[config.mk]
export PLATFORM = sky130hd
export DESIGN_NAME = icache_plru
export DESIGN_NICKNAME = d
export VERILOG_FILES = /design/src/ifetch_pkg.sv /design/src/icache_plru.sv
export VERILOG_INCLUDE_DIRS = /design/src
export SDC_FILE = /design/constraint.sdc
export NUM_CORES = 1
export LEC_CHECK = 0
export BUFFER_PORTS_ARGS = -buffer_cell sky130_fd_sc_hd__buf_4
export CAP_MARGIN = 20
export CORE_UTILIZATION = 40
export DETAILED_ROUTE_END_ITERATION = 16
export SLEW_MARGIN = 10
export SYNTH_ARGS = -nofsm -noshare
export SYNTH_HDL_FRONTEND = slang
export SYNTH_SLANG_ARGS = --single-unit
[constraint.sdc]
create_clock -name clk -period 3.7 [get_ports clk]
set_input_delay 0 -clock clk [delete_from_list [all_inputs] [get_ports clk]]
set_output_delay 0 -clock clk [all_outputs]
set_load 0.01 [all_outputs]
[src/ifetch_cfg.svh]
// **********************************************************
// Sizes of the fetch stage. Thread, way and set counts must
// be powers of two, with at least two ways
// **********************************************************
`ifndef IFETCH_CFG_SVH
`define IFETCH_CFG_SVH

// Hardware threads sharing the fetch stage
`define IFETCH_THREAD_NUMB 4

// Instruction cache associativity
`define IFETCH_ICACHE_WAY 4

// Sets per way
`define IFETCH_ICACHE_SET 32

// One line holds four instructions
`define IFETCH_ICACHE_LINE_BITS 128

// Byte address width
`define IFETCH_ADDRESS_BITS 32

// Width of one instruction word
`define IFETCH_INSTRUCTION_BITS 32

`endif

[src/ifetch_pkg.sv]
// **********************************************************
// Types shared by the fetch stage. Field widths follow from
// the macros in the config header
// **********************************************************
`include "ifetch_cfg.svh"

package ifetch_pkg;

	localparam int THREAD_NUMB = `IFETCH_THREAD_NUMB;
	localparam int ICACHE_WAY = `IFETCH_ICACHE_WAY;
	localparam int ICACHE_SET = `IFETCH_ICACHE_SET;
	localparam int LINE_BITS = `IFETCH_ICACHE_LINE_BITS;
	localparam int ADDRESS_BITS = `IFETCH_ADDRESS_BITS;
	localparam int INSTRUCTION_BITS = `IFETCH_INSTRUCTION_BITS;

	// Derived sizes of the line, its words and the address fields
	localparam int LINE_WORDS = LINE_BITS / INSTRUCTION_BITS;
	localparam int WORD_SEL_BITS = $clog2(LINE_WORDS);
	localparam int OFFSET_BITS = $clog2(LINE_BITS / 8);
	localparam int INDEX_BITS = $clog2(ICACHE_SET);
	localparam int TAG_BITS = ADDRESS_BITS - INDEX_BITS - OFFSET_BITS;

	typedef logic [ADDRESS_BITS-1:0] address_t;
	typedef logic [INSTRUCTION_BITS-1:0] instruction_t;
	typedef logic [$clog2(THREAD_NUMB)-1:0] thread_id_t;
	typedef logic [THREAD_NUMB-1:0] thread_mask_t;
	typedef logic [$clog2(ICACHE_WAY)-1:0] way_id_t;
	typedef logic [ICACHE_WAY-1:0] way_mask_t;
	typedef logic [TAG_BITS-1:0] icache_tag_t;
	typedef logic [INDEX_BITS-1:0] icache_index_t;
	typedef logic [LINE_BITS-1:0] icache_lane_t;

	// Same width as address_t so a cast splits a PC into its cache fields
	typedef struct packed {
		icache_tag_t tag;
		icache_index_t index;
		logic [OFFSET_BITS-1:0] offset;
	} icache_address_t;

	typedef struct packed {
		logic valid;
		thread_id_t thread_id;
		address_t pc;
	} boot_req_t;

	typedef struct packed {
		logic valid;
		address_t address;
		icache_lane_t lane;
	} refill_req_t;

	typedef struct packed {
		logic valid;
		thread_mask_t thread_mask;
		address_t address;
	} miss_report_t;

	typedef struct packed {
		thread_id_t thread_id;
		address_t pc;
		instruction_t instruction;
	} fetch_out_t;

endpackage

[src/icache_plru.sv]
// **********************************************************
// Pseudo-LRU victim choice. Needs at least two ways; the low
// victim bits come from one counter shared by all sets
// **********************************************************
`timescale 1ns/1ps

module icache_plru (
	input  logic                      clk,
	input  logic                      reset,
	input  logic                      hit_en,
	input  ifetch_pkg::icache_index_t hit_index,
	input  ifetch_pkg::way_mask_t     hit_way,
	input  logic                      fill_en,
	input  ifetch_pkg::icache_index_t fill_index,
	output ifetch_pkg::way_id_t       victim
);

	localparam int HALF_WAYS = ifetch_pkg::ICACHE_WAY / 2;
	localparam int CNT_BITS = $bits(ifetch_pkg::way_id_t) - 1;

	// One bit per set naming the half of the ways to replace next
	logic [ifetch_pkg::ICACHE_SET-1:0] half_bits;
	logic [CNT_BITS-1:0] counter;

	always_ff @(posedge clk or posedge reset) begin
		if (reset) begin
			half_bits <= '0;
			counter <= '0;
		end else if (hit_en) begin
			// A hit in the lower half points the next victim at the upper half
			half_bits[hit_index] <= |hit_way[HALF_WAYS-1:0];
			counter <= counter + 1'b1;
		end else if (fill_en) begin
			// The half just filled is now recent, so switch to the other one
			half_bits[fill_index] <= ~half_bits[fill_index];
			counter <= counter + 1'b1;
		end
	end

	// Upper bit picks the half, the counter picks the way inside it
	assign victim = {half_bits[fill_index], counter};

endmodule

; ---- Word-level counts from Yosys, hierarchy flattened
; Cells that the tools add are included.
[word_totals]
elab_cells = 24
regBits = 33
input_bits = 18
output_inout_bits = 2
[classes]
bitwise = 1
mux = 12
add_sub_neg = 1
n_reduce_logical = 4
magnitude_cmp = 4
[ops]
columns = cell, n
row1 = 32-bit bitwise mux, 2
row2 = 32-bit 2-to-1 mux, 2
row3 = 5-bit by 6-bit < comparator with 1-bit output (second input constant), 2
row4 = 1-bit demux with 5-bit select, 2
row5 = 5-bit by 1-bit greater-or-equal comparator with 1-bit output (second input constant), 2
row6 = 1-bit binary-select mux with 5-bit select, 1
row7 = 1-bit 2-to-1 mux, 5
row8 = 1-bit logical AND, 2
row9 = 2-bit nonzero test, 1
row10 = 2-bit OR reduction, 1
row11 = 1-bit adder (second input constant), 1
row12 = 1-bit inverter, 1

; ---- Depth between registers and ports, before layout
[depth]
depth_word = 7
mapped_depth = 9
depth_no_buf = 5

; ---- Worst setup path after synthesis
; OpenSTA, ideal clock, no wires.
[synth_path]
path_type = input to register
start = input fill_index[0]
end = register half_bits[16] in the netlist's numbering
t_required_ns = 3.561
setup_time_ns = 0.139
path_slack_ns = 2.255
path_buffers = 4
arrival_time_ns = 1.306
path_stages = 9
path_cell_list = buf_6 -> buf_12 -> buf_12 -> or3_4 -> buf_2 -> o22ai_1 -> nand2_1 -> a22oi_1 -> o41ai_1
[synth_between]
elab_chain_len = 7
elab_cells_between_ends = 11
cone_classes = order compare (2) / mux (7) / bitwise (1) / reduce/logical (1)
[synth_rtl]
columns = item, line_no
row1 = start: declaration, icache_plru.sv:14  ; input ifetch_pkg::icache_index_t fill_index,
row2 = 5-bit by 6-bit < comparator with 1-bit output (implied by the code) / 5-bit by 1-bit greater-or-equal comparator with 1-bit output (equally long branches), icache_plru.sv:35  ; half_bits[fill_index] <= ~half_bits[fill_index];
row3 = 1-bit logical AND (implied by the code), icache_plru.sv:35
row4 = 1-bit 2-to-1 mux (implied by the code), icache_plru.sv:35
row5 = 1-bit demux with 5-bit select, icache_plru.sv:35
row6 = 32-bit bitwise mux *, icache_plru.sv:35
row7 = 32-bit 2-to-1 mux *, icache_plru.sv:33  ; end else if (fill_en) begin
row8 = 32-bit 2-to-1 mux *, icache_plru.sv:29  ; end else if (hit_en) begin
row9 = end signal: indexed assignment, icache_plru.sv:31  ; half_bits[hit_index] <= |hit_way[HALF_WAYS-1:0];
row10 = end signal: indexed assignment, icache_plru.sv:35
row11 = end: declaration, icache_plru.sv:22  ; logic [ifetch_pkg::ICACHE_SET-1:0] half_bits;
; Mark *: on every way between the ends. The rest lies on a longest branch, timed or not. The select of a mux whose other input is x is not followed.
; A chain may end at the register's enable or synchronous reset.

; ---- Worst setup path after layout
[layout_path]
start = register half_bits[25] in the netlist's numbering
end = register half_bits[16] in the netlist's numbering
[layout_between]
elab_chain_len = 6
[layout_rtl]
columns = item, line_no
row1 = 1-bit binary-select mux with 5-bit select, icache_plru.sv:35
row2 = 1-bit 2-to-1 mux (implied by the code), icache_plru.sv:35
row3 = 1-bit inverter, icache_plru.sv:35
row4 = 32-bit bitwise mux, icache_plru.sv:35
row5 = 32-bit 2-to-1 mux, icache_plru.sv:33
row6 = 32-bit 2-to-1 mux, icache_plru.sv:29
; No other way between the ends. The select of a mux whose other input is x is not followed.

==> run_results.csv <==
group,metric,value,unit
power_and_ir_drop,finalPower,1220,µW
cts,cts_sinks,33,
finish,nFillCells,664,
cts,cts_hold_buf,1,
grt,grt_max_degree,49,
die,die_area,0.00698,mm²
synthesis,yosysTopAreaCellShare,0.311,
cts,ctsRootBufferMaster,"clkbuf_8",
finish,synthToLayoutAreaGrowth,3.81,%
cts,numCtsBuffers,5,
sta,final.setup.tns,0,ns
route,dr.pass1.iters,5,
synthesis,synthSimpleGateAreaFrac,0.247,
synthesis,synth-seq-cells,33,
grt,grt_pass1_wl,13300,µm
finish,final_nets,323,
setup_path,crit_type,"reg2reg",
cts,clkLatencyLatePin,0.30,ns
setup_path,path_max_fanout,16,
die,core_region_area,0.00639,mm²
synthesis,synth_top_area_cell,"dfrtp_1",
power_and_ir_drop,sw_frac_of_total,0.347,
power_and_ir_drop,p_comb_frac,0.303,
place,dp_hpwl,5200,µm
status,status,"finished clean",
synthesis,synth-compound-area-share,0.280,
finish,num_antenna_cells,0,
synthesis,synth_cells,305,
power_and_ir_drop,p_sw,425,µW
synthesis,ys_types,40,
min_path,hp-class,"in2reg",
sta,hold_viol,0,
synthesis,syn_avg_cell_area,8.72,µm²
grt,groute.usage.overall,0.246,
route,drtIter0Drc,318,
grt,grt_overflow,0,
sta,fin_crit_sh,0.568,
die,die_w,83.5,µm
sta,layout_setup_ws,1.60,ns
synthesis,synth_area_leaders,"dfrtp_1 (31%), a22oi_1 (9.6%), o22ai_1 (8.9%)",
sta,fin_skew,0.00635,ns
synthesis,synth_top_family_by_area,"compound AO/OA/AOI/OAI gates",
route,routed-via-count,2539,
cts,cts_resized,0,
setup_path,crit_required,3.89,ns
synthesis,synthAdderAreaFrac,0,
die,ioPinCount,20,
power_and_ir_drop,intPower,800,µW
synthesis,yosys_warnings,0,
synthesis,netlist_area,0.00266,mm²
sta,fmax,0.476,GHz
synthesis,syn-num-nets,323,
route,drcViolationCount,0,
setup_path,start_kind,"flop",
die,initial_core_util,0.416,
place,place_ws,1.52,ns
sta,period_minus_slack,2.10,ns
grt,grt_antenna_before_repair,0,
cts,cts_buffer_depth,2,
sta,finalSetupViolations,0,
power_and_ir_drop,p_clk_frac,0.258,
route,drt-total-wl,8320,µm
die,row_count,29,
synthesis,synthXorXnorAreaFrac,0.00329,
power_and_ir_drop,p_seq_frac,0.439,
synthesis,ys_top_cells_by_count,"nand2_1 (39), o22ai_1 (38), a22oi_1 (34)",
cts,path_clk_slew,0.08,ns
cts,cts-htree-levels,2,
sta,rsz0062_at_grt,"no",
sta,slew-limit-headroom,0.369,
die,die_h,83.5,µm
synthesis,seq_area_frac_synth,0.311,
power_and_ir_drop,power.static_leakage,0.00104,µW
setup_path,arrival,2.29,ns
finish,drive_gt1_frac,0.157,
power_and_ir_drop,ir_drop,0.000229,V
sta,drv_slew,0,
power_and_ir_drop,power_density,444,mW/mm²
synthesis,muxShareOfSynthArea,0.0602,
grt,grt_pass1_vias,2436,
cts,cts_tree,"yes",
sta,worst_pin_slew,0.943,ns
route,antenna_left,0,
run,max_cap_violations,0,
place,gp_congestion,0.792,
route,drt-wirelength-per-cell,21.7,µm
synthesis,synthArstFlopShare,1.00,
place,portBuffers,17,
synthesis,synth_most_common_cell,"nand2_1",
finish,final_util,0.432,
synthesis,synth-main-ff-cell,"dfrtp_1",
synthesis,synth_edf_count,0,
route,routed_via_density,6.63,
setup_path,end_kind,"flop",
sta,holdWs,0.174,ns
cts,post-cts-setup-buffer-count,0,
critical path, stage by stage, from the launching register on:
cell and delay (ns):
dfrtp_1 0.39, mux2i_1 0.25, o22ai_1 0.14, a22oi_1 0.27
nand2_1 0.45, o41ai_1 0.49
per-layer routing:
metal	vias up	wire length (µm)	GRT usage
li1	1183	-	-
met1	1223	3630	0.326
met2	112	3910	0.393
met3	21	572	0.0504
met4	0	197	0.0955
met5	-	0	0
layout make-up:
type	count	area (µm²)	area share
multi-input cells	242	1570	0.568
flip-flops and latches	33	826	0.299
repair buffers	21	160	0.0580
clock buffers	7	96.3	0.0349
well taps	77	96.3	0.0349
inverters	2	7.51	0.00272
clock inverters	1	5.00	0.00181
state kept, by name, indices dropped and copies added (netlist names):
register,count
half_bits,32
counter,1
through the flow:
step,std cells,instance area [µm²]
final,383,2760
after global routing,383,2760
after CTS,383,2760
after detailed placement,374,2650
after global placement,374,2650
after floorplan,305,2660
power groups by stage:
stage / Sequential (µW) / Combinational (µW) / Clock (µW)
final: 538 / 371 / 316
after global routing: 550 / 413 / 329
after CTS: 535 / 368 / 318
after detailed placement: 542 / 366 / 0
after global placement: 537 / 361 / 0
after floorplan: 518 / 289 / 0
path summary, 6_finish.rpt:
| path | end | depth (start not counted) | slack [ns] | from |
|---|---|---|---|---|
| max in group asynchronous | half_bits[0]$_DFFE_PP0P_ | 4 | 3.04 | reset |
| hold / removal | counter$_DFFE_PP0P_ | 4 | 0.17 | fill_en |
| setup / recovery | half_bits[16]$_DFFE_PP0P_ | 5 | 1.60 | half_bits[25]$_DFFE_PP0P_ |
| setup reg to reg | half_bits[16]$_DFFE_PP0P_ | 5 | 1.60 | half_bits[25]$_DFFE_PP0P_ |
| hold reg to reg | counter$_DFFE_PP0P_ | 1 | 0.48 | counter$_DFFE_PP0P_ |
| min in group asynchronous | half_bits[22]$_DFFE_PP0P_ | 4 | 0.34 | reset |
cells by family (layout without fill, tap and decap cells):
kind of cell | after synthesis | in the layout
xor gates and xnor gates | 1 | 1
muxes | 16 | 16
buffers and inverters | 30 | 31
DFF | 33 | 33
and+or+nand+nor | 117 | 117
AOI/OAI and AO/OA | 108 | 108
layout by cell type, fill, tap and decap left out, drive strengths merged:
master and instances:
o41ai 12, or3b 9, o22ai 38, nor2b 2, inv 2, clkinv 1
nand3b 9, buf 20, and2 4, nor3b 5, nand2 39, xnor2 1
dfrtp 33, dlygate4sd3 1, nor3 4, nand3 19, and3 2, or3 6
a22oi 34, clkbuf 7, mux2i 16, o21ai 20, o221ai 2, nor2 7
or2 3, nand2b 4, nand4 1, and3b 3, o211ai 2
No activity file was read; power rests on OpenSTA's default activity.
