[src/ifetch_cfg.svh]
// **********************************************************
// Sizes of the fetch stage. Thread, way and set counts must
// be powers of two, with at least two ways
// **********************************************************
`ifndef IFETCH_CFG_SVH
`define IFETCH_CFG_SVH

// Hardware threads sharing the fetch stage
`define IFETCH_THREAD_NUMB 4

// Instruction cache associativity
`define IFETCH_ICACHE_WAY 4

// Sets per way
`define IFETCH_ICACHE_SET 32

// One line holds four instructions
`define IFETCH_ICACHE_LINE_BITS 128

// Byte address width
`define IFETCH_ADDRESS_BITS 32

// Width of one instruction word
`define IFETCH_INSTRUCTION_BITS 32

`endif

[src/ifetch_pkg.sv]
// **********************************************************
// Types shared by the fetch stage. Field widths follow from
// the macros in the config header
// **********************************************************
`include "ifetch_cfg.svh"

package ifetch_pkg;

	localparam int THREAD_NUMB = `IFETCH_THREAD_NUMB;
	localparam int ICACHE_WAY = `IFETCH_ICACHE_WAY;
	localparam int ICACHE_SET = `IFETCH_ICACHE_SET;
	localparam int LINE_BITS = `IFETCH_ICACHE_LINE_BITS;
	localparam int ADDRESS_BITS = `IFETCH_ADDRESS_BITS;
	localparam int INSTRUCTION_BITS = `IFETCH_INSTRUCTION_BITS;

	// Derived sizes of the line, its words and the address fields
	localparam int LINE_WORDS = LINE_BITS / INSTRUCTION_BITS;
	localparam int WORD_SEL_BITS = $clog2(LINE_WORDS);
	localparam int OFFSET_BITS = $clog2(LINE_BITS / 8);
	localparam int INDEX_BITS = $clog2(ICACHE_SET);
	localparam int TAG_BITS = ADDRESS_BITS - INDEX_BITS - OFFSET_BITS;

	typedef logic [ADDRESS_BITS-1:0] address_t;
	typedef logic [INSTRUCTION_BITS-1:0] instruction_t;
	typedef logic [$clog2(THREAD_NUMB)-1:0] thread_id_t;
	typedef logic [THREAD_NUMB-1:0] thread_mask_t;
	typedef logic [$clog2(ICACHE_WAY)-1:0] way_id_t;
	typedef logic [ICACHE_WAY-1:0] way_mask_t;
	typedef logic [TAG_BITS-1:0] icache_tag_t;
	typedef logic [INDEX_BITS-1:0] icache_index_t;
	typedef logic [LINE_BITS-1:0] icache_lane_t;

	// Same width as address_t so a cast splits a PC into its cache fields
	typedef struct packed {
		icache_tag_t tag;
		icache_index_t index;
		logic [OFFSET_BITS-1:0] offset;
	} icache_address_t;

	typedef struct packed {
		logic valid;
		thread_id_t thread_id;
		address_t pc;
	} boot_req_t;

	typedef struct packed {
		logic valid;
		address_t address;
		icache_lane_t lane;
	} refill_req_t;

	typedef struct packed {
		logic valid;
		thread_mask_t thread_mask;
		address_t address;
	} miss_report_t;

	typedef struct packed {
		thread_id_t thread_id;
		address_t pc;
		instruction_t instruction;
	} fetch_out_t;

endpackage

[src/thread_pc_sched.sv]
// **********************************************************
// Round-robin thread pick and per-thread PCs. The thread count
// must be a power of two so the search index wraps by itself
// **********************************************************
`timescale 1ns/1ps

module thread_pc_sched (
	input  logic                     clk,
	input  logic                     reset,
	input  ifetch_pkg::boot_req_t    boot,
	input  ifetch_pkg::thread_mask_t thread_en,
	input  logic                     miss_pulse,
	input  ifetch_pkg::thread_id_t   miss_thread,
	output logic                     sel_valid,
	output ifetch_pkg::thread_id_t   sel_id,
	output ifetch_pkg::thread_mask_t sel_mask,
	output ifetch_pkg::address_t     sel_pc
);

	// Thread granted last, the search starts just after it
	ifetch_pkg::thread_id_t last_id;
	ifetch_pkg::thread_id_t cand_id;
	ifetch_pkg::thread_id_t grant_id;
	logic grant_found;

	// One PC per hardware thread
	ifetch_pkg::address_t pc_q [ifetch_pkg::THREAD_NUMB];

	// Walk the threads from last_id+1 around to last_id and take the first enabled one
	always_comb begin
		grant_found = 1'b0;
		grant_id = last_id;
		cand_id = last_id;
		for (int i = 1; i <= ifetch_pkg::THREAD_NUMB; i++) begin
			cand_id = last_id + ifetch_pkg::thread_id_t'(i);
			if (!grant_found && thread_en[cand_id]) begin
				grant_found = 1'b1;
				grant_id = cand_id;
			end
		end
	end

	// After reset the pointer sits on the last thread so thread 0 goes first
	always_ff @(posedge clk or posedge reset) begin
		if (reset) begin
			last_id <= '1;
		end else if (grant_found) begin
			last_id <= grant_id;
		end
	end

	assign sel_id = grant_id;
	assign sel_mask = grant_found ? ifetch_pkg::thread_mask_t'(1) << grant_id : '0;
	assign sel_pc = pc_q[grant_id];

	// A thread whose previous lookup misses right now must not read the cache,
	// its PC is being stepped back in this same cycle
	assign sel_valid = grant_found && !(miss_pulse && miss_thread == grant_id);

	// Boot beats a miss restore, which beats the increment on a grant
	always_ff @(posedge clk or posedge reset) begin
		if (reset) begin
			for (int t = 0; t < ifetch_pkg::THREAD_NUMB; t++) begin
				pc_q[t] <= '0;
			end
		end else begin
			for (int t = 0; t < ifetch_pkg::THREAD_NUMB; t++) begin
				if (boot.valid && boot.thread_id == ifetch_pkg::thread_id_t'(t)) begin
					pc_q[t] <= boot.pc;
				end else if (miss_pulse && miss_thread == ifetch_pkg::thread_id_t'(t)) begin
					// Undo the increment made when the missing lookup was issued
					pc_q[t] <= pc_q[t] - ifetch_pkg::address_t'(4);
				end else if (sel_mask[t]) begin
					pc_q[t] <= pc_q[t] + ifetch_pkg::address_t'(4);
				end
			end
		end
	end

endmodule

[config.mk]
export PLATFORM = sky130hd
export DESIGN_NAME = thread_pc_sched
export DESIGN_NICKNAME = d
export VERILOG_FILES = /design/src/ifetch_pkg.sv /design/src/thread_pc_sched.sv
export VERILOG_INCLUDE_DIRS = /design/src
export SDC_FILE = /design/constraint.sdc
export NUM_CORES = 1
export LEC_CHECK = 0
export BUFFER_PORTS_ARGS = -buffer_cell sky130_fd_sc_hd__buf_2
export CELL_PAD_IN_SITES_DETAIL_PLACEMENT = 1
export CELL_PAD_IN_SITES_GLOBAL_PLACEMENT = 2
export CORE_MARGIN = 8
export CORE_UTILIZATION = 37
export DETAILED_ROUTE_END_ITERATION = 12
export PLACE_DENSITY_LB_ADDON = 0.1
export SKIP_CTS_REPAIR_TIMING = 1
export SLEW_MARGIN = 20
export SYNTH_ARGS = -nofsm -noshare
export SYNTH_HDL_FRONTEND = slang
export SYNTH_SLANG_ARGS = --single-unit
[constraint.sdc]
create_clock -name clk -period 6.6 [get_ports clk]
set_input_delay 1.98 -clock clk [delete_from_list [all_inputs] [get_ports clk]]
set_output_delay 1.98 -clock clk [all_outputs]
set_load 0.1 [all_outputs]
# After elaboration in Yosys (flattened, before gate mapping)

Cells that the tools add are included.

Output and inout port bits: 39
Bits in registers: 130
Logic and storage cells: 85

Equality and inequality tests: 7
$add $sub $neg: 11
Shift operators: 1
Reduce and logical (&&, ||, !) cells: 23
Magnitude comparators: 5
Bitwise operators: 1
Muxes and demuxes: 32

Operator list:

| kind                                                                   | number |
|---|---|
| 32-bit two-way mux                                                     | 14 |
| 32-bit by 3-bit adder with 32-bit output (second input constant)       | 4 |
| 32-bit by 3-bit subtractor with 32-bit output (second input constant)  | 4 |
| 32-bit binary-select mux with 2-bit select                             | 1 |
| 1-bit logical AND                                                      | 13 |
| 2-bit by 3-bit < comparator with 1-bit output (second input constant)  | 4 |
| 3-bit nonzero test                                                     | 4 |
| 1-bit binary-select mux with 2-bit select                              | 4 |
| 2-bit equality test (second input constant)                            | 4 |
| 1-bit two-way mux                                                      | 8 |
| 2-bit two-way mux                                                      | 4 |
| 2-bit adder (second input constant)                                    | 2 |
| 2-bit by 1-bit equality test with 1-bit output (second input constant) | 2 |
| 1-bit zero test                                                        | 4 |
| 2-bit zero test                                                        | 2 |
| 4-bit two-way mux                                                      | 1 |
| 1-bit by 2-bit left shift with 4-bit output (first input constant)     | 1 |
| 3-bit greater-or-equal comparator (second input constant)              | 1 |
| 2-bit inverter with 3-bit output                                       | 1 |
| 2-bit by 1-bit adder with 2-bit output (second input constant)         | 1 |
| 2-bit equality test                                                    | 1 |

# Logic depth before layout (Yosys ltp)

Word-level depth: 18
Mapped depth: 15
Mapped depth without buffers: 14

# Worst setup path after synthesis

OpenSTA, ideal clock, no wires.

Path type: input to output
From: input thread_en[3]
To: output sel_pc[22]
Path slack: -927 ps
Cell stages on the path: 8
Arrival: 5547 ps
Path through: and3b_1 > a211o_1 > o31ai_1 > inv_2 > clkbuf_1 > clkbuf_1 > nand2_1 > a31oi_1

Cells in the longest elaborated chain, start to end: 16

RTL lines:

| element                                                    | RTL line              | text |
|---|---|---|
| start, declared                                            | thread_pc_sched.sv:11 | `input ifetch_pkg::thread_mask_t thread_en,` |
| 1-bit binary-select mux with 2-bit select                  | thread_pc_sched.sv:36 | `if (!grant_found && thread_en[cand_id]) begin` |
| 1-bit two-way mux (not written as such)                    | thread_pc_sched.sv:36 |  |
| 1-bit two-way mux                                          | thread_pc_sched.sv:36 |  |
| 1-bit zero test                                            | thread_pc_sched.sv:36 |  |
| 1-bit logical AND                                          | thread_pc_sched.sv:36 |  |
| 1-bit two-way mux                                          | thread_pc_sched.sv:36 |  |
| 1-bit zero test                                            | thread_pc_sched.sv:36 |  |
| 1-bit logical AND                                          | thread_pc_sched.sv:36 |  |
| 1-bit two-way mux                                          | thread_pc_sched.sv:36 |  |
| 1-bit zero test                                            | thread_pc_sched.sv:36 |  |
| 1-bit logical AND                                          | thread_pc_sched.sv:36 |  |
| 2-bit two-way mux (*)                                      | thread_pc_sched.sv:36 |  |
| named net sel_id[1]                                        | thread_pc_sched.sv:15 | `output ifetch_pkg::thread_id_t sel_id,` |
| 2-bit inverter with 3-bit output (not written as such) (*) | thread_pc_sched.sv:54 | `assign sel_pc = pc_q[grant_id];` |
| 32-bit binary-select mux with 2-bit select (*)             | thread_pc_sched.sv:54 |  |
| 32-bit two-way mux (not written as such) (*) (2 in series) | thread_pc_sched.sv:54 |  |
| end, declared                                              | thread_pc_sched.sv:17 | `output ifetch_pkg::address_t sel_pc` |

Mark *: on every way through the listed nets, which the timed path passes. The rest lies on a longest branch. The select of a mux whose other input is x is not followed.

# Worst setup path after layout

From: input thread_en[3]
To: output sel_pc[15]

Cells in the longest elaborated chain, start to end: 16

RTL lines:

| element                                                    | RTL line |
|---|---|
| 1-bit binary-select mux with 2-bit select                  | thread_pc_sched.sv:36 |
| 1-bit two-way mux (not written as such)                    | thread_pc_sched.sv:36 |
| 1-bit two-way mux                                          | thread_pc_sched.sv:36 |
| 1-bit zero test                                            | thread_pc_sched.sv:36 |
| 1-bit logical AND                                          | thread_pc_sched.sv:36 |
| 1-bit two-way mux                                          | thread_pc_sched.sv:36 |
| 1-bit zero test                                            | thread_pc_sched.sv:36 |
| 1-bit logical AND                                          | thread_pc_sched.sv:36 |
| 1-bit two-way mux                                          | thread_pc_sched.sv:36 |
| 1-bit zero test                                            | thread_pc_sched.sv:36 |
| 1-bit logical AND                                          | thread_pc_sched.sv:36 |
| 2-bit two-way mux (*)                                      | thread_pc_sched.sv:36 |
| 2-bit inverter with 3-bit output (not written as such) (*) | thread_pc_sched.sv:54 |
| 32-bit binary-select mux with 2-bit select (*)             | thread_pc_sched.sv:54 |
| 32-bit two-way mux (not written as such) (*) (2 in series) | thread_pc_sched.sv:54 |

Every way passes the cells marked *; elsewhere a longest branch is shown, timed or not. The select of a mux whose other input is x is not followed.

==> results.txt <==
- Leakage dissipation: 6.87 nW
- The tightest min-delay check is of the register to register type.
- The worst hold path passes through 2 cells.
- Total wire length after detailed routing: 51.3 mm
- Hpwl dp: 39.3 mm
- For this run, the top clock speed supported by timing is 161 MHz.
- Overall power consumption: 9.50 mW
- Total negative slack for setup checks: 0 ns
- Count of cell instances traversed by the critical path: 10
- Count of antenna-violating nets left after detailed routing: 0
- Across the routed clock network, the largest skew measured is 0.0111 ns.
- Count of state elements after synthesis: 130
- A synthesized cell averages 7.39 sq um.
- No sink is reached through more buffers than the 2 on the longest clock path.
- The share of the Yosys chip area taken by registers is 26.3%.
- Critical-path cell with the highest stage delay: sky130_fd_sc_hd__inv_2
* Cell Pwr Density: 644 nW/um^2
- In this run, synthesis inferred 0 flip-flops with an integrated enable.
- Startpoint types: primary input
- Total routing resource utilization after global routing: 26.2%
- Entering global routing, the biggest net connects 54 pins.
- Vias in the first global route: 13.1k
- The net count of the finished layout is 1900.
- Sum of overflow across all layers after global routing: 0
- Post-route clock period utilization: 94.2%
* Primary FF master, synth: sky130_fd_sc_hd__dfrtp_1
* Setup-failing EPs final: 0
- The routed layout has 12.8k vias.
* Number of nets in the synthesized netlist: 1839
- Post-synthesis async set-or-reset flop share: 100%
* R2R cell count: 11
- The Yosys step of the flow raised 0 warnings.
- Timing analysis after detailed placement gives a worst setup slack of 0.391 ns.
* Area inside the core boundary: 33300 sq um
* Worst stage delay on the critical path: 0.59 ns
* Area growth, synth to finish: 18.9%
* Outcome: completed
- Clock tree synthesis selected as its root buffer the cell sky130_fd_sc_hd__clkbuf_16.
- Routed via count divided by cell count: 5.82
- The worst setup path is captured at an output pin.
- Setup slack on the worst reg-to-reg path comes out at 3.01 ns.
* Actual transition at the worst max-transition pin: 0.947 ns
- At the end of routability-driven placement, the weighted congestion stood at 0.887.
- TritonCTS built the clock tree.
- The detailed router finished its first iteration with 849 violations.
* Setup slack after layout: 0.382 ns
- Start-to-end type of the worst setup path: primary input to output pin
- The floorplan step defined a die boundary enclosing 39600 sq um.
- Die Y: 199 um
* Number of antenna violations at the first check in global routing: 1
- Final Max Slew Viols: 0
* Number of buffers created by CTS: 17
* CP required: 4.62 ns
* Reg-to-Reg End: pc_q[62]
* Post-synthesis cell count: 1679
- Io pins: 83
- During placement, the flow inserted port buffers numbering 82.
- Source of the worst hold timing path: pc_q[97]
* Number of fill cells in the layout: 4137
- Clock-pin slew was measured on the worst setup and hold paths at 0.06 ns.
- IR analysis of the VDD net gives a maximum drop of 0.664 mV.
- Hold Path Sink: pc_q[97]
- Deepest level of the CTS H-tree: 4
- Setup repair after global routing left no endpoint under its margin.
- Worst-path cell chain: buf_2, and3b_1, a211o_1, o31ai_4, inv_2, buf_12, nand2_1, and3_1, a31oi_2, buf_12
- The number of failing hold endpoints at the final stage came to 0.
- In the final routed layout, each cell accounts on average for 23.3 um.
- Global-route wire length before repair: 79.3 mm
* Worst r2r src: pc_q[34]
- Max_cap viols: 0
* Share of post-route cells with drive strength above 1: 12.6%
- Cell repeated most along the worst path: sky130_fd_sc_hd__buf_12
* Netlist cell types: 72
- The cell area that synthesis handed to floorplanning was 12400 sq um.
- Die W: 199 um
- In the routed design, unresolved DRC markers number 0.
- Drt pass-1 iters: 5
- Once the floorplan was initialized, standard cells occupied 37.3% of the core.
* Arrival time of data at the critical path endpoint: 4.24 ns
* Number of buffers and inverters on the critical path: 4
* Category of cells accounting for the largest share of critical-path delay: buffers and inverters
- Worst relative slew slack: 36.9%
- Number of diodes: 0
* Standard-cell rows: 67
- Sink Count: 130
- The clock reaches the later pin of the worst-skew pair after 0.44 ns.
- Crit-path max FO: 32
- Counting I/O delays and the setup requirement, the final critical path takes 6.22 ns.
-- worst max-delay path by stage --
stage,start,end,slack (ns)
after CTS,thread_en[3],sel_pc[7],0.39
after detailed placement,thread_en[3],sel_pc[7],0.39
after global routing,thread_en[3],sel_pc[7],0.29
final,thread_en[3],sel_pc[15],0.38
after floorplan,thread_en[3],sel_valid,0.14
after global placement,thread_en[3],sel_pc[8],0.43
-- where the power goes --
part | internal [mW] | switching, mW
Combinational | 2.42 | 4.39
Sequential | 1.19 | 0.497
Clock | 0.571 | 0.434
Total | 4.18 | 5.32
-- worst reg2reg max path: stages, from the launching register on --
cell and delay [ns]:
sky130_fd_sc_hd__dfrtp_1 0.49, sky130_fd_sc_hd__fa_1 0.50, sky130_fd_sc_hd__a21o_1 0.21, sky130_fd_sc_hd__a21oi_1 0.30
sky130_fd_sc_hd__o21ai_2 0.10, sky130_fd_sc_hd__a21oi_1 0.28, sky130_fd_sc_hd__a21oi_2 0.15, sky130_fd_sc_hd__o211ai_1 0.34
sky130_fd_sc_hd__a2111oi_1 0.15, sky130_fd_sc_hd__a221oi_1 0.34, sky130_fd_sc_hd__mux2_1 0.36, sky130_fd_sc_hd__a221oi_1 0.27
-- cells in the mapped netlist (all sizes together) (3+ instances only) --
| library cell | n | share of area, % |
|---|---|---|
| nand2b | 15 | 0.76 |
| fa | 4 | 0.65 |
| a221o | 5 | 0.40 |
| mux2i | 6 | 0.48 |
| a21oi | 185 | 7.7 |
| nor3b | 3 | 0.22 |
| mux2 | 3 | 0.27 |
| o22ai | 4 | 0.20 |
| nor4 | 6 | 0.35 |
| nor2b | 9 | 0.45 |
| and2 | 7 | 0.35 |
| a211oi | 14 | 0.89 |
| or3 | 13 | 0.66 |
| a2111oi | 3 | 0.22 |
| o21bai | 18 | 1.1 |
| a31o | 5 | 0.35 |
| o31ai | 12 | 0.73 |
| o21ai | 120 | 4.9 |
| nand3 | 29 | 1.2 |
| or2 | 4 | 0.20 |
| nor3 | 21 | 0.89 |
| clkbuf | 53 | 1.6 |
| buf | 20 | 0.74 |
| a31oi | 73 | 3.7 |
| o21a | 13 | 0.79 |
| a221oi | 8 | 0.72 |
| ha | 112 | 11 |
| o211ai | 7 | 0.42 |
| o31a | 4 | 0.28 |
| and3 | 56 | 2.9 |
| nor2 | 170 | 5.1 |
| nand4 | 8 | 0.40 |
| a211o | 4 | 0.28 |
| dfrtp | 128 | 26 |
| nand2 | 323 | 9.8 |
| a21o | 50 | 3.0 |
| inv | 44 | 1.3 |
| xnor2 | 65 | 4.6 |
| xor2 | 31 | 2.2 |
-- per-layer routing --
| layer | GRT usage, % | part of all wire (%) |
|---|---|---|
| met5 | 0 | 0 |
| met4 | 6.53 | 2.0 |
| met3 | 4.13 | 4.8 |
| met2 | 41.2 | 45 |
| met1 | 36.9 | 48 |
-- per-stage QoR --
step	utilization, %	instances	area [sq um]	hold slack, ns
floorplan	-	1679	12600	0.446
global placement	42.5	2168	14100	0.459
detailed placement	42.5	2168	14100	0.467
CTS	44.3	2200	14700	0.482
global route	44.3	2201	14800	0.513
finish	44.3	2201	14800	0.477
-- flip-flops by register name, summed over array words and instances, names as in the netlist --
signal / count
pc_q: 128
last_id: 2
-- cells by family (layout without fill, tap and decap cells) --
family	count (synthesis)	count (layout)	synth area share, %
compound gates	538	538	26.7
xor+xnor	96	96	6.78
fa+ha+maj	116	116	11.9
buf+inv	117	191	3.67
flops	130	130	26.3
mux	9	9	0.757
simple gates	673	673	23.9
-- cell usage in the layout (no fill, tap or decap), types with 6 or more instances in the layout --
cell and n:
sky130_fd_sc_hd__a211oi_1 13, sky130_fd_sc_hd__a21o_1 50, sky130_fd_sc_hd__a21oi_1 180, sky130_fd_sc_hd__a31oi_1 41, sky130_fd_sc_hd__a31oi_2 32, sky130_fd_sc_hd__and2_1 7, sky130_fd_sc_hd__and3_1 55, sky130_fd_sc_hd__buf_12 38
sky130_fd_sc_hd__buf_2 45, sky130_fd_sc_hd__buf_4 31, sky130_fd_sc_hd__clkbuf_16 17, sky130_fd_sc_hd__dfrtp_1 128, sky130_fd_sc_hd__ha_1 112, sky130_fd_sc_hd__inv_1 38, sky130_fd_sc_hd__mux2i_1 6, sky130_fd_sc_hd__nand2_1 323
sky130_fd_sc_hd__nand2b_1 14, sky130_fd_sc_hd__nand3_1 28, sky130_fd_sc_hd__nand4_1 8, sky130_fd_sc_hd__nor2_1 169, sky130_fd_sc_hd__nor2b_1 9, sky130_fd_sc_hd__nor3_1 20, sky130_fd_sc_hd__o211ai_1 7, sky130_fd_sc_hd__o21a_1 13
sky130_fd_sc_hd__o21ai_0 74, sky130_fd_sc_hd__o21ai_1 45, sky130_fd_sc_hd__o21bai_1 18, sky130_fd_sc_hd__o31ai_1 11, sky130_fd_sc_hd__or3_1 13, sky130_fd_sc_hd__xnor2_1 65, sky130_fd_sc_hd__xor2_1 31
-- layout make-up --
type	count	area, sq um	area share [%]
multi-input cells	1432	8940	60.6
flip-flops and latches	130	3260	22.1
repair buffers	115	1230	8.36
well taps	448	561	3.80
clock buffers	18	439	2.98
inverters	44	170	1.15
clock inverters	14	155	1.05
Power figures use the tool's default switching activity.
